### src/spi_bus_pkg.sv
package spi_bus_pkg;

    // ----------------------------------------
    // Wire format
    // ----------------------------------------

    // One byte as it travels on MOSI or MISO
    typedef logic [7:0] spi_byte_t;

    // Card reader register address
    typedef logic [6:0] reg_addr_t;

    // Read/write flag position in the address byte
    // Flag set to 1 means a register read
    localparam int RW_BIT = 7;

    // Bits per byte on the wire, MSB first
    localparam int FRAME_BITS = 8;

    // ----------------------------------------
    // Serial clock
    // ----------------------------------------

    // clk cycles per SCK half period
    // One SCK bit takes twice this many clk cycles
    localparam int SCK_HALF_CYCLES = 4;

endpackage

### src/spi_ctrl_pkg.sv
package spi_ctrl_pkg;

    // ----------------------------------------
    // Sequencer
    // ----------------------------------------

    // Transaction states in the order they are walked
    typedef enum logic [2:0] {
        ST_IDLE,
        ST_CS_SETUP,
        ST_ADDR_PHASE,
        ST_WRITE_PHASE,
        ST_READ_PHASE,
        ST_CS_HOLD
    } seq_state_t;

    // Chip select setup and hold gap in clk cycles
    localparam int GUARD_CYCLES = 2;

    // Bit index inside one byte
    typedef logic [2:0] bit_count_t;

endpackage

### src/spi_clock_gen.sv
`timescale 1ns/1ps

module spi_clock_gen (
    input  logic clk,
    input  logic rst,
    input  logic sck_run,
    output logic sck,
    output logic sck_rise,
    output logic sck_fall
);

    // Counter over one SCK half period
    typedef logic [$clog2(spi_bus_pkg::SCK_HALF_CYCLES)-1:0] div_cnt_t;

    div_cnt_t div_cnt;
    logic     half_done;

    // Last clk cycle of the running half period
    assign half_done = (div_cnt == div_cnt_t'(spi_bus_pkg::SCK_HALF_CYCLES - 1));

    // ----------------------------------------
    // Divider and edge strobes
    // ----------------------------------------

    always_ff @(posedge clk) begin
        if (rst) begin
            div_cnt  <= '0;
            sck      <= 1'b0;
            sck_rise <= 1'b0;
            sck_fall <= 1'b0;
        end else begin
            // Strobes live for one cycle only
            sck_rise <= 1'b0;
            sck_fall <= 1'b0;
            if (!sck_run) begin
                // Stopped, SCK parks at its mode 0 idle level
                div_cnt <= '0;
                sck     <= 1'b0;
            end else if (half_done) begin
                div_cnt  <= '0;
                sck      <= ~sck;
                // Strobe marks the new level of SCK
                sck_rise <= ~sck;
                sck_fall <= sck;
            end else begin
                div_cnt <= div_cnt + 1'b1;
            end
        end
    end

    // Sequencer only stops SCK in a low half period, so SCK is idle while stopped
    assert property (@(posedge clk) disable iff (rst) !sck_run |-> !sck)
        else $error("sck high while sck_run is low");

endmodule

### src/spi_tx_shifter.sv
`timescale 1ns/1ps

module spi_tx_shifter (
    input  logic                   clk,
    input  logic                   rst,
    input  logic                   load_addr,
    input  logic                   load_data,
    input  logic                   rw,
    input  spi_bus_pkg::reg_addr_t addr,
    input  spi_bus_pkg::spi_byte_t data_in,
    input  logic                   sck_fall,
    output logic                   mosi
);

    spi_bus_pkg::spi_byte_t addr_byte;
    spi_bus_pkg::spi_byte_t data_hold;
    spi_bus_pkg::spi_byte_t shift_reg;

    // Address byte with the direction flag on top
    always_comb begin
        addr_byte = spi_bus_pkg::spi_byte_t'(addr);
        addr_byte[spi_bus_pkg::RW_BIT] = rw;
    end

    // ----------------------------------------
    // Data byte holding register
    // ----------------------------------------

    // Request inputs are only valid with the start strobe
    // Byte waits here until the address has gone out
    always_ff @(posedge clk) begin
        if (load_addr) begin
            // Read sends all zeros in its second byte
            data_hold <= rw ? '0 : data_in;
        end
    end

    // ----------------------------------------
    // Shift register
    // ----------------------------------------

    // Loads win over a shift in the same cycle
    // load_data lands on the eighth falling edge
    always_ff @(posedge clk) begin
        if (rst) begin
            shift_reg <= '0;
        end else if (load_addr) begin
            shift_reg <= addr_byte;
        end else if (load_data) begin
            shift_reg <= data_hold;
        end else if (sck_fall) begin
            // Next bit up, zero fill keeps MOSI low afterwards
            shift_reg <= {shift_reg[6:0], 1'b0};
        end
    end

    // MSB first on the wire
    assign mosi = shift_reg[7];

endmodule

### src/spi_rx_shifter.sv
`timescale 1ns/1ps

module spi_rx_shifter (
    input  logic                   clk,
    input  logic                   rst,
    input  logic                   capture,
    input  logic                   sck_rise,
    input  logic                   miso,
    output spi_bus_pkg::spi_byte_t data_out
);

    spi_bus_pkg::spi_byte_t   shift_reg;
    spi_ctrl_pkg::bit_count_t bit_cnt;
    logic                     byte_full;
    logic                     last_bit;

    // Sample that completes the byte
    assign last_bit = (bit_cnt == spi_ctrl_pkg::bit_count_t'(spi_bus_pkg::FRAME_BITS - 1));

    // Sample path, MSB arrives first
    always_ff @(posedge clk) begin
        if (capture && sck_rise) begin
            shift_reg <= {shift_reg[6:0], miso};
        end
    end

    // Own bit count, cleared whenever capture is off
    always_ff @(posedge clk) begin
        if (rst) begin
            bit_cnt   <= '0;
            byte_full <= 1'b0;
            data_out  <= '0;
        end else if (!capture) begin
            bit_cnt   <= '0;
            byte_full <= 1'b0;
        end else if (sck_rise) begin
            bit_cnt <= bit_cnt + 1'b1;
            if (last_bit) begin
                // Result held until the next read completes
                data_out  <= {shift_reg[6:0], miso};
                byte_full <= 1'b1;
            end
        end
    end

    // Read phase ends before a ninth sample edge comes along
    assert property (@(posedge clk) disable iff (rst) !(capture && sck_rise && byte_full))
        else $error("sck_rise with a full receive byte");

endmodule

### src/spi_sequencer.sv
`timescale 1ns/1ps

module spi_sequencer (
    input  logic clk,
    input  logic rst,
    input  logic en,
    input  logic rw,
    input  logic sck_rise,
    input  logic sck_fall,
    output logic cs_n,
    output logic busy,
    output logic done,
    output logic sck_run,
    output logic load_addr,
    output logic load_data,
    output logic capture
);

    // Counter over one chip select gap
    typedef logic [$clog2(spi_ctrl_pkg::GUARD_CYCLES)-1:0] guard_cnt_t;

    spi_ctrl_pkg::seq_state_t state;
    spi_ctrl_pkg::bit_count_t bit_cnt;
    guard_cnt_t               guard_cnt;
    logic                     rw_q;
    logic                     guard_end;
    logic                     byte_end;

    // Last cycle of a setup or hold gap
    assign guard_end = (guard_cnt == guard_cnt_t'(spi_ctrl_pkg::GUARD_CYCLES - 1));

    // Eighth falling edge of the running byte
    assign byte_end = sck_fall &&
        (bit_cnt == spi_ctrl_pkg::bit_count_t'(spi_bus_pkg::FRAME_BITS - 1));

    // ----------------------------------------
    // Datapath controls
    // ----------------------------------------

    // Accepted request, shifter samples rw, addr and data_in now
    assign load_addr = (state == spi_ctrl_pkg::ST_IDLE) && en;
    // Second byte replaces the shift on the eighth falling edge
    assign load_data = (state == spi_ctrl_pkg::ST_ADDR_PHASE) && byte_end;
    assign capture   = (state == spi_ctrl_pkg::ST_READ_PHASE);
    // SCK runs straight through both bytes
    assign sck_run   = (state == spi_ctrl_pkg::ST_ADDR_PHASE) ||
                       (state == spi_ctrl_pkg::ST_WRITE_PHASE) ||
                       (state == spi_ctrl_pkg::ST_READ_PHASE);

    // ----------------------------------------
    // State machine
    // ----------------------------------------

    always_ff @(posedge clk) begin
        if (rst) begin
            state     <= spi_ctrl_pkg::ST_IDLE;
            bit_cnt   <= '0;
            guard_cnt <= '0;
            rw_q      <= 1'b0;
            cs_n      <= 1'b1;
            busy      <= 1'b0;
            done      <= 1'b0;
        end else begin
            done <= 1'b0;
            case (state)
                spi_ctrl_pkg::ST_IDLE: begin
                    // en while busy never reaches here
                    if (en) begin
                        state     <= spi_ctrl_pkg::ST_CS_SETUP;
                        rw_q      <= rw;
                        bit_cnt   <= '0;
                        guard_cnt <= '0;
                        cs_n      <= 1'b0;
                        busy      <= 1'b1;
                    end
                end
                spi_ctrl_pkg::ST_CS_SETUP: begin
                    if (guard_end) begin
                        state     <= spi_ctrl_pkg::ST_ADDR_PHASE;
                        guard_cnt <= '0;
                    end else begin
                        guard_cnt <= guard_cnt + 1'b1;
                    end
                end
                spi_ctrl_pkg::ST_ADDR_PHASE: begin
                    // Count wraps to zero for the second byte
                    if (sck_fall) begin
                        bit_cnt <= bit_cnt + 1'b1;
                    end
                    if (byte_end) begin
                        state <= rw_q ? spi_ctrl_pkg::ST_READ_PHASE
                                      : spi_ctrl_pkg::ST_WRITE_PHASE;
                    end
                end
                spi_ctrl_pkg::ST_WRITE_PHASE,
                spi_ctrl_pkg::ST_READ_PHASE: begin
                    if (sck_fall) begin
                        bit_cnt <= bit_cnt + 1'b1;
                    end
                    if (byte_end) begin
                        state <= spi_ctrl_pkg::ST_CS_HOLD;
                    end
                end
                spi_ctrl_pkg::ST_CS_HOLD: begin
                    // cs_n, busy and done all switch on one edge
                    if (guard_end) begin
                        state     <= spi_ctrl_pkg::ST_IDLE;
                        guard_cnt <= '0;
                        cs_n      <= 1'b1;
                        busy      <= 1'b0;
                        done      <= 1'b1;
                    end else begin
                        guard_cnt <= guard_cnt + 1'b1;
                    end
                end
                default: begin
                    state <= spi_ctrl_pkg::ST_IDLE;
                end
            endcase
        end
    end

    // Completion pulse only after the bus is released
    assert property (@(posedge clk) disable iff (rst) done |-> (!busy && cs_n))
        else $error("done while transaction still active");

    // Clock activity only inside the chip select window
    assert property (@(posedge clk) disable iff (rst) (sck_run || sck_rise || sck_fall) |-> !cs_n)
        else $error("sck activity with cs_n high");

endmodule

### src/spi_master_top.sv
`timescale 1ns/1ps

module spi_master_top (
    input  logic                   clk,
    input  logic                   rst,
    input  logic                   en,
    input  logic                   rw,
    input  spi_bus_pkg::reg_addr_t addr,
    input  spi_bus_pkg::spi_byte_t data_in,
    input  logic                   miso,
    output logic                   cs_n,
    output logic                   sck,
    output logic                   mosi,
    output spi_bus_pkg::spi_byte_t data_out,
    output logic                   busy,
    output logic                   done
);

    // Sequencer to clock generator
    logic sck_run;
    // Edge strobes back from the clock generator
    logic sck_rise;
    logic sck_fall;
    // Shifter controls
    logic load_addr;
    logic load_data;
    logic capture;

    // ----------------------------------------
    // Control
    // ----------------------------------------

    spi_sequencer i_sequencer (
        .clk       (clk),
        .rst       (rst),
        .en        (en),
        .rw        (rw),
        .sck_rise  (sck_rise),
        .sck_fall  (sck_fall),
        .cs_n      (cs_n),
        .busy      (busy),
        .done      (done),
        .sck_run   (sck_run),
        .load_addr (load_addr),
        .load_data (load_data),
        .capture   (capture)
    );

    spi_clock_gen i_clock_gen (
        .clk      (clk),
        .rst      (rst),
        .sck_run  (sck_run),
        .sck      (sck),
        .sck_rise (sck_rise),
        .sck_fall (sck_fall)
    );

    // ----------------------------------------
    // Datapath
    // ----------------------------------------

    spi_tx_shifter i_tx_shifter (
        .clk       (clk),
        .rst       (rst),
        .load_addr (load_addr),
        .load_data (load_data),
        .rw        (rw),
        .addr      (addr),
        .data_in   (data_in),
        .sck_fall  (sck_fall),
        .mosi      (mosi)
    );

    spi_rx_shifter i_rx_shifter (
        .clk      (clk),
        .rst      (rst),
        .capture  (capture),
        .sck_rise (sck_rise),
        .miso     (miso),
        .data_out (data_out)
    );

endmodule

### config.mk
export PLATFORM = sky130hd
export DESIGN_NAME = spi_master_top
export DESIGN_NICKNAME = d
export VERILOG_FILES = /design/src/spi_bus_pkg.sv /design/src/spi_ctrl_pkg.sv /design/src/spi_clock_gen.sv /design/src/spi_tx_shifter.sv /design/src/spi_rx_shifter.sv /design/src/spi_sequencer.sv /design/src/spi_master_top.sv
export SDC_FILE = /design/constraint.sdc
export NUM_CORES = 1
export LEC_CHECK = 0
export CAP_MARGIN = 20
export CORE_ASPECT_RATIO = 0.5
export CORE_MARGIN = 4
export CORE_UTILIZATION = 55
export DETAILED_ROUTE_END_ITERATION = 10
export DONT_BUFFER_PORTS = 1
export GPL_TIMING_DRIVEN = 0
export MAX_ROUTING_LAYER = met4
export PLACE_DENSITY = 0.8
export SYNTH_ARGS = -nofsm -noshare
export SYNTH_HDL_FRONTEND = slang
export SYNTH_SLANG_ARGS = --single-unit
### constraint.sdc
create_clock -name clk -period 2.1 [get_ports clk]
set_input_delay 0.21 -clock clk [delete_from_list [all_inputs] [get_ports clk]]
set_output_delay 0.21 -clock clk [all_outputs]
set_load 0.02 [all_outputs]
==> flow_summary_export.csv, run 1 <==
group,metric,value,unit
run_status,status,"complete, no violations",
worst_hold_path,holdPathEnd,"i_tx_shifter.shift_reg[1]$_SDFFE_PP0P_",
cts,post_cts_buffers,0,
setup_path,startpoint_type,"flop",
worst_hold_path,hold_class,"primary input to flop",
power_and_ir_drop,total_leakage_power,0.905,nW
yosys,yosys_warnings,0,
setup_path,crit_top_cell,"clkbuf_1",
setup_path,crit_slowest_cell,"clkbuf_1",
timing,finClkSkew,0.00741,ns
final_layout,nFillCells,298,
yosys,yosysUniqueCellTypes,41,
timing,holdWs,0.0249,ns
setup_path,crit_family,"buffers and inverters",
cts,numCtsBuffers,5,
power_and_ir_drop,power.total,1.71,mW
drt,drt-pass1-iter-count,4,
floorplanning,start_util,0.606,
cts,clk_latency,0.31,ns
final_layout,final_cell_mix,"35 x dfxtp_1, 20 x nor2b_1, 15 x a21oi_1, 15 x edfxtp_1, 13 x nand3_1",
yosys,syn_nets,237,
power_and_ir_drop,power_density,726,mW/mm²
drt,wirelength,4090,µm
global_route,grt_max_degree,17,
floorplanning,std_cell_rows,15,
drt,routed_via_density,5.57,
place,gp_congestion,0.763,
setup_path,worstPathRequired,2.34,ns
place,postPlaceCellArea,0.00226,mm²
floorplanning,core,0.00362,mm²
setup_path,r2r_start,"i_clock_gen.sck_fall$_SDFF_PP0_",
drt,remaining_drc_errors,0,
timing,setup_tns,0,ns
cts,ctsRootBufferMaster,"clkbuf_8",
global_route,antenna_found_initial,0,
drt,final_antenna_net_count,0,
cts,cts_tree,"built",
floorplanning,fp.dieH,52.7,µm
timing,slew_headroom,0.696,
setup_path,worstSetupEndpointType,"flop",
global_route,grt_pass1_wl,6840,µm
final_layout,layout_commonest_cell,"dfxtp_1",
cts,path_clk_slew,0.09,ns
cts,clockBufferDepth,2,
cts,ctsResizeCount,0,
cts,clock-sinks,50,
final_layout,syn_to_final_growth,7.41,%
global_route,grt-ovfl-total,0,
timing,min_period,1.69,ns
worst_hold_path,min_path_cells,1,
setup_path,worst_r2r_endpoint,"i_sequencer.bit_cnt[1]$_SDFFE_PP0P_",
yosys,syn_area,0.00220,mm²
cts,htree_num_levels,2,
timing,tightest_slew,0.455,ns
setup_path,ff2ff_path_depth,5,
global_route,grt_pass1_vias,1483,
setup_path,crit_arrival,1.93,ns
global_route,grt_usage,0.175,
drt,vias,1515,
place,dpl.hpwl,2910,µm
timing,slew_viol_final,0,
final_layout,layout.nets,245,
power_and_ir_drop,peakVddDrop,0.439,mV
timing,grt_setup_unrepaired,"false",
final_layout,finalInstanceArea,0.00236,mm²
timing,post-route-period-util,0.807,
yosys,syn_area_per_cell,10.4,µm²
yosys,synthCells,212,
floorplanning,die_w,97.4,µm
setup_path,r2r_slack,0.41,ns
floorplanning,die_area,0.00513,mm²
final_layout,diodes,0,
run,drv_cap,0,
timing,setup-violations-final,0,
worst_hold_path,hold_start,"addr[1]",
timing,final-hold-violation-count,0,
setup_path,cp_num_buf_inv,2,
final_layout,drive_gt1_frac,0.118,
timing,max_freq,590,MHz
setup_path,cp_cell_sequence,"clkbuf_1 > clkbuf_1 > nand3b_1 > nand3_1 > mux2i_1",
setup_path,critical_path_class,"flop to flop",
yosys,synth_seq_area_share,0.524,
drt,drt_iter0_markers,90,
yosys,ys_ff_latch,50,
setup_path,worstPathMaxFanout,10,
place,numPortBuffers,0,
setup_path,cpPeakStageDelay,0.38,ns
drt,wl_per_cell,15.0,µm
floorplanning,ios,33,
synthesized netlist by cell type, drive strengths merged:
library cell  count  area [µm²]
inv               6        22.5
nand2            10        37.5
o221a             1        11.3
or3b              1        8.76
or2               7        43.8
or4b              1        10.0
o21bai            1        7.51
o31ai             1        7.51
and3              2        12.5
a21oi            15        75.1
nand3            13        65.1
nand4bb           3        33.8
xnor2             2        17.5
nand2b            3        18.8
nor4b             1        15.0
ha                5        62.6
clkbuf            8        30.0
nor3              5        25.0
o21ai            11        55.1
clkinv            1        8.76
nor2             10        45.0
a211o             1        8.76
buf               6        40.0
edfxtp           15         450
and4b             1        10.0
nor2b            20         125
dfxtp            35         701
nor3b             3        22.5
a32o              6        60.1
nand4             1        6.26
mux2i            12         120
and3b             1        8.76
a21o              1        7.51
o21a              1        7.51
nand3b            1        7.51
o211ai            1        7.51
area by class of cell:
class                      count  area, µm²  share of cell area
inverter                       7       31.3              0.0133
buffer                        14       70.1              0.0297
sequential                    50       1150               0.488
tap                           51       63.8              0.0271
multi-input combinational    141        943               0.400
timing repair buffer           1       10.0             0.00424
clock inverter                 3       20.0             0.00849
clock buffer                   5       68.8              0.0292
power by group:
part | leakage, nW | switching [mW] | total, mW | internal [mW]
logic | 0.431 | 0.0592 | 0.109 | 0.0496
clock network | 0.0484 | 0.323 | 0.558 | 0.235
registers | 0.426 | 0.0199 | 1.05 | 1.03
total | 0.905 | 0.402 | 1.71 | 1.31
worst max path at each step:
| stage | start | end | slack (ns) | depth (start not counted) |
|---|---|---|---|---|
| 2_1_floorplan | i_sequencer.state[1]$_SDFFE_PP0P_ | i_tx_shifter.shift_reg[6]$_SDFFE_PP0P_ | 0.59 | 6 |
| 3_3_place_gp | i_clock_gen.sck_fall$_SDFF_PP0_ | i_tx_shifter.shift_reg[4]$_SDFFE_PP0P_ | 0.45 | 5 |
| 3_5_place_dp | i_clock_gen.sck_fall$_SDFF_PP0_ | i_sequencer.bit_cnt[1]$_SDFFE_PP0P_ | 0.43 | 5 |
| 4_1_cts | i_clock_gen.sck_fall$_SDFF_PP0_ | i_sequencer.bit_cnt[1]$_SDFFE_PP0P_ | 0.41 | 5 |
| 5_1_grt | i_clock_gen.sck_fall$_SDFF_PP0_ | i_tx_shifter.shift_reg[6]$_SDFFE_PP0P_ | 0.24 | 5 |
| 6_report | i_clock_gen.sck_fall$_SDFF_PP0_ | i_sequencer.bit_cnt[1]$_SDFFE_PP0P_ | 0.41 | 5 |
layer usage:
metal	wire, µm	vias to the layer above	track usage
met1	1940	724	0.205
met5	0	-	-
met4	42	0	0.0552
met3	201	5	0.0544
met2	1900	23	0.295
li1	-	763	-
stage by stage:
stage / setup slack, ns / utilization / instances
floorplan: 0.593 / - / 212
global placement: 0.445 / 0.624 / 263
detailed placement: 0.429 / 0.624 / 263
CTS: 0.409 / 0.651 / 272
global route: 0.241 / 0.651 / 272
finish: 0.406 / 0.651 / 272
cell families (layout without fill, tap and decap cells):
| group | Yosys count | in the layout | synth area share |
|---|---|---|---|
| buf+inv | 21 | 30 | 0.0462 |
| flops | 50 | 50 | 0.524 |
| fa+ha+maj | 5 | 5 | 0.0285 |
| compound gates | 39 | 39 | 0.113 |
| mux | 12 | 12 | 0.0547 |
| xor+xnor | 2 | 2 | 0.00798 |
| simple gates | 83 | 83 | 0.226 |
repair_timing:
| item | 4_1_cts | 5_1_grt |
|---|---|---|
| hold buffers | 1 | 0 |
| setup endpoints to repair | 0 | 0 |
| hold endpoints to repair | 1 | 0 |
(Power assumes the default switching activity.)
==> run 2: changes to the inputs <==
==> constraint.sdc (replaced) <==
create_clock -name clk -period 1.6 [get_ports clk]
set_input_delay 0.16 -clock clk [delete_from_list [all_inputs] [get_ports clk]]
set_output_delay 0.16 -clock clk [all_outputs]
set_load 0.02 [all_outputs]
==> flow_summary_export.csv, run 2 (same netlist as run 1, synthesis figures left out) <==
group,metric,value,unit
timing,max_freq,642,MHz
cts,clockBufferDepth,2,
final_layout,syn_to_final_growth,12.9,%
drt,routed_via_density,5.63,
worst_hold_path,hold_class,"primary input to flop",
power_and_ir_drop,p_sw,527,µW
place,dp.cells,263,
final_layout,instances_no_fill,278,
drt,vias,1566,
final_layout,layout.nets,251,
final_layout,drive_gt1_frac,0.159,
timing,finClkSkew,0.00556,ns
final_layout,final_cell_mix,"32 x dfxtp_1, 20 x nor2b_1, 15 x a21oi_1, 15 x edfxtp_1, 13 x nand3_1",
worst_hold_path,hold_start,"rw",
setup_path,cp_num_buf_inv,3,
setup_path,worstSetupEndpointType,"flop",
floorplanning,core,0.00362,mm²
setup_path,crit_arrival,1.76,ns
timing,min_period,1.56,ns
power_and_ir_drop,total_leakage_power,0.947,nW
global_route,grt_max_degree,17,
global_route,grt_pass1_vias,1512,
cts,numCtsBuffers,5,
timing,holdWs,0.0210,ns
setup_path,crit_slowest_cell,"or4b_4",
timing,post-route-period-util,0.974,
power_and_ir_drop,swShare,0.233,
power_and_ir_drop,power_density,913,mW/mm²
place,numPortBuffers,0,
drt,drt-pass1-iter-count,4,
cts,clk_latency,0.30,ns
floorplanning,fp.dieH,52.7,µm
setup_path,crit_family,"simple AND/OR/NAND/NOR gates",
setup_path,r2r_start,"i_sequencer.state[1]$_SDFFE_PP0P_",
setup_path,cp_cell_sequence,"buf_6 > or4b_4 > buf_6 > clkinv_8 > nor2_4 > a32o_1",
drt,remaining_drc_errors,0,
floorplanning,start_util,0.606,
cts,clock-sinks,50,
cts,path_clk_slew,0.09,ns
drt,drt_iter0_markers,63,
timing,slew_headroom,0.713,
drt,wirelength,4260,µm
place,gp_congestion,0.763,
cts,htree_num_levels,2,
drt,final_antenna_net_count,0,
power_and_ir_drop,clkPwrFrac,0.319,
floorplanning,die_w,97.4,µm
run_status,status,"complete, no violations",
setup_path,worstPathMaxFanout,11,
setup_path,crit_top_cell,"buf_6",
setup_path,cp-startpoint,"i_sequencer.state[1]$_SDFFE_PP0P_",
timing,final-hold-violation-count,0,
floorplanning,die_area,0.00513,mm²
power_and_ir_drop,p_comb_frac,0.075,
setup_path,cpPeakStageDelay,0.47,ns
final_layout,finalInstanceArea,0.00248,mm²
power_and_ir_drop,peakVddDrop,0.628,mV
final_layout,diodes,0,
global_route,grt_pass1_wl,7050,µm
global_route,grt_usage,0.179,
place,dpl.hpwl,2910,µm
timing,setup-violations-final,0,
place,postPlaceCellArea,0.00226,mm²
power_and_ir_drop,seqPwrFrac,0.605,
setup_path,worstPathRequired,1.80,ns
global_route,antenna_found_initial,0,
floorplanning,ios,33,
run,drv_cap,0,
power_and_ir_drop,internal_power,1.74,mW
timing,tightest_slew,0.429,ns
floorplanning,std_cell_rows,15,
setup_path,startpoint_type,"flop",
setup_path,critical_path_class,"flop to flop",
cts,cts_tree,"built",
cts,ctsRootBufferMaster,"clkbuf_8",
final_layout,layout_commonest_cell,"dfxtp_1",
drt,wl_per_cell,15.3,µm
global_route,grt-ovfl-total,0,
timing,slew_viol_final,0,
run 2: path summary, 6_finish.rpt:
kind	to	slack (ns)	cells after the start
worst min-delay path	i_tx_shifter.shift_reg[7]$_SDFFE_PP0P_	0.02	2
worst max register to register	i_tx_shifter.shift_reg[6]$_SDFFE_PP0P_	0.04	6
worst min register to register	i_clock_gen.div_cnt[0]$_SDFF_PP0_	0.43	1
worst max-delay path	i_tx_shifter.shift_reg[6]$_SDFFE_PP0P_	0.04	6
run 2: layout make-up:
| cell class | instances | area (µm²) |
|---|---|---|
| plain buffers | 11 | 66.3 |
| clock buffers | 5 | 68.8 |
| clock inverters | 3 | 20.0 |
| fillers | 278 | 1140 |
| inverters | 7 | 41.3 |
| multi-input cells | 141 | 967 |
| flip-flops and latches | 50 | 1160 |
| well taps | 51 | 63.8 |
| repair buffers | 10 | 95.1 |
run 2: worst register-to-register path: cells and delay by family (launching register included):
kind	cells	cell delay, ns
AO/OA/AOI/OAI	1	0.24
buffers and inverters	3	0.37
flip-flops	1	0.32
AND/OR/NAND/NOR	2	0.53
run 2: power groups by stage:
| stage | combinational, mW | sequential [mW] | clock, mW |
|---|---|---|---|
| finish | 0.170 | 1.37 | 0.723 |
| global route | 0.187 | 1.38 | 0.807 |
| CTS | 0.161 | 1.37 | 0.744 |
| detailed placement | 0.141 | 1.40 | 0 |
| global placement | 0.136 | 1.40 | 0 |
| floorplan | 0.117 | 1.40 | 0 |
run 2: repair_timing:
item,CTS,global route
setup buffers,0,2
endpoints found under the setup margin,19,26
hold endpoints to repair,9,0
hold buffers,8,0
resized for setup,5,10
run 2: per-layer routing:
| metal | track usage | wire length [µm] | vias to the layer above |
|---|---|---|---|
| li1 | - | - | 779 |
| met3 | 0.0544 | 194 | 5 |
| met2 | 0.307 | 2010 | 28 |
| met4 | 0.0483 | 34 | 0 |
| met1 | 0.210 | 2020 | 754 |
| met5 | - | 0 | - |
run 2: stage by stage:
| stage | total power, mW | utilization | setup slack (ns) | TNS [ns] |
|---|---|---|---|---|
| 2_1_floorplan | 1.51 | - | 0.0927 | 0 |
| 3_3_place_gp | 1.54 | 0.624 | -0.0550 | -0.163 |
| 3_5_place_dp | 1.54 | 0.624 | -0.0706 | -0.634 |
| 4_1_cts | 2.28 | 0.673 | 0.0110 | 0 |
| 5_1_grt | 2.37 | 0.685 | -0.00375 | -0.00375 |
| 6_report | 2.27 | 0.685 | 0.0417 | 0 |
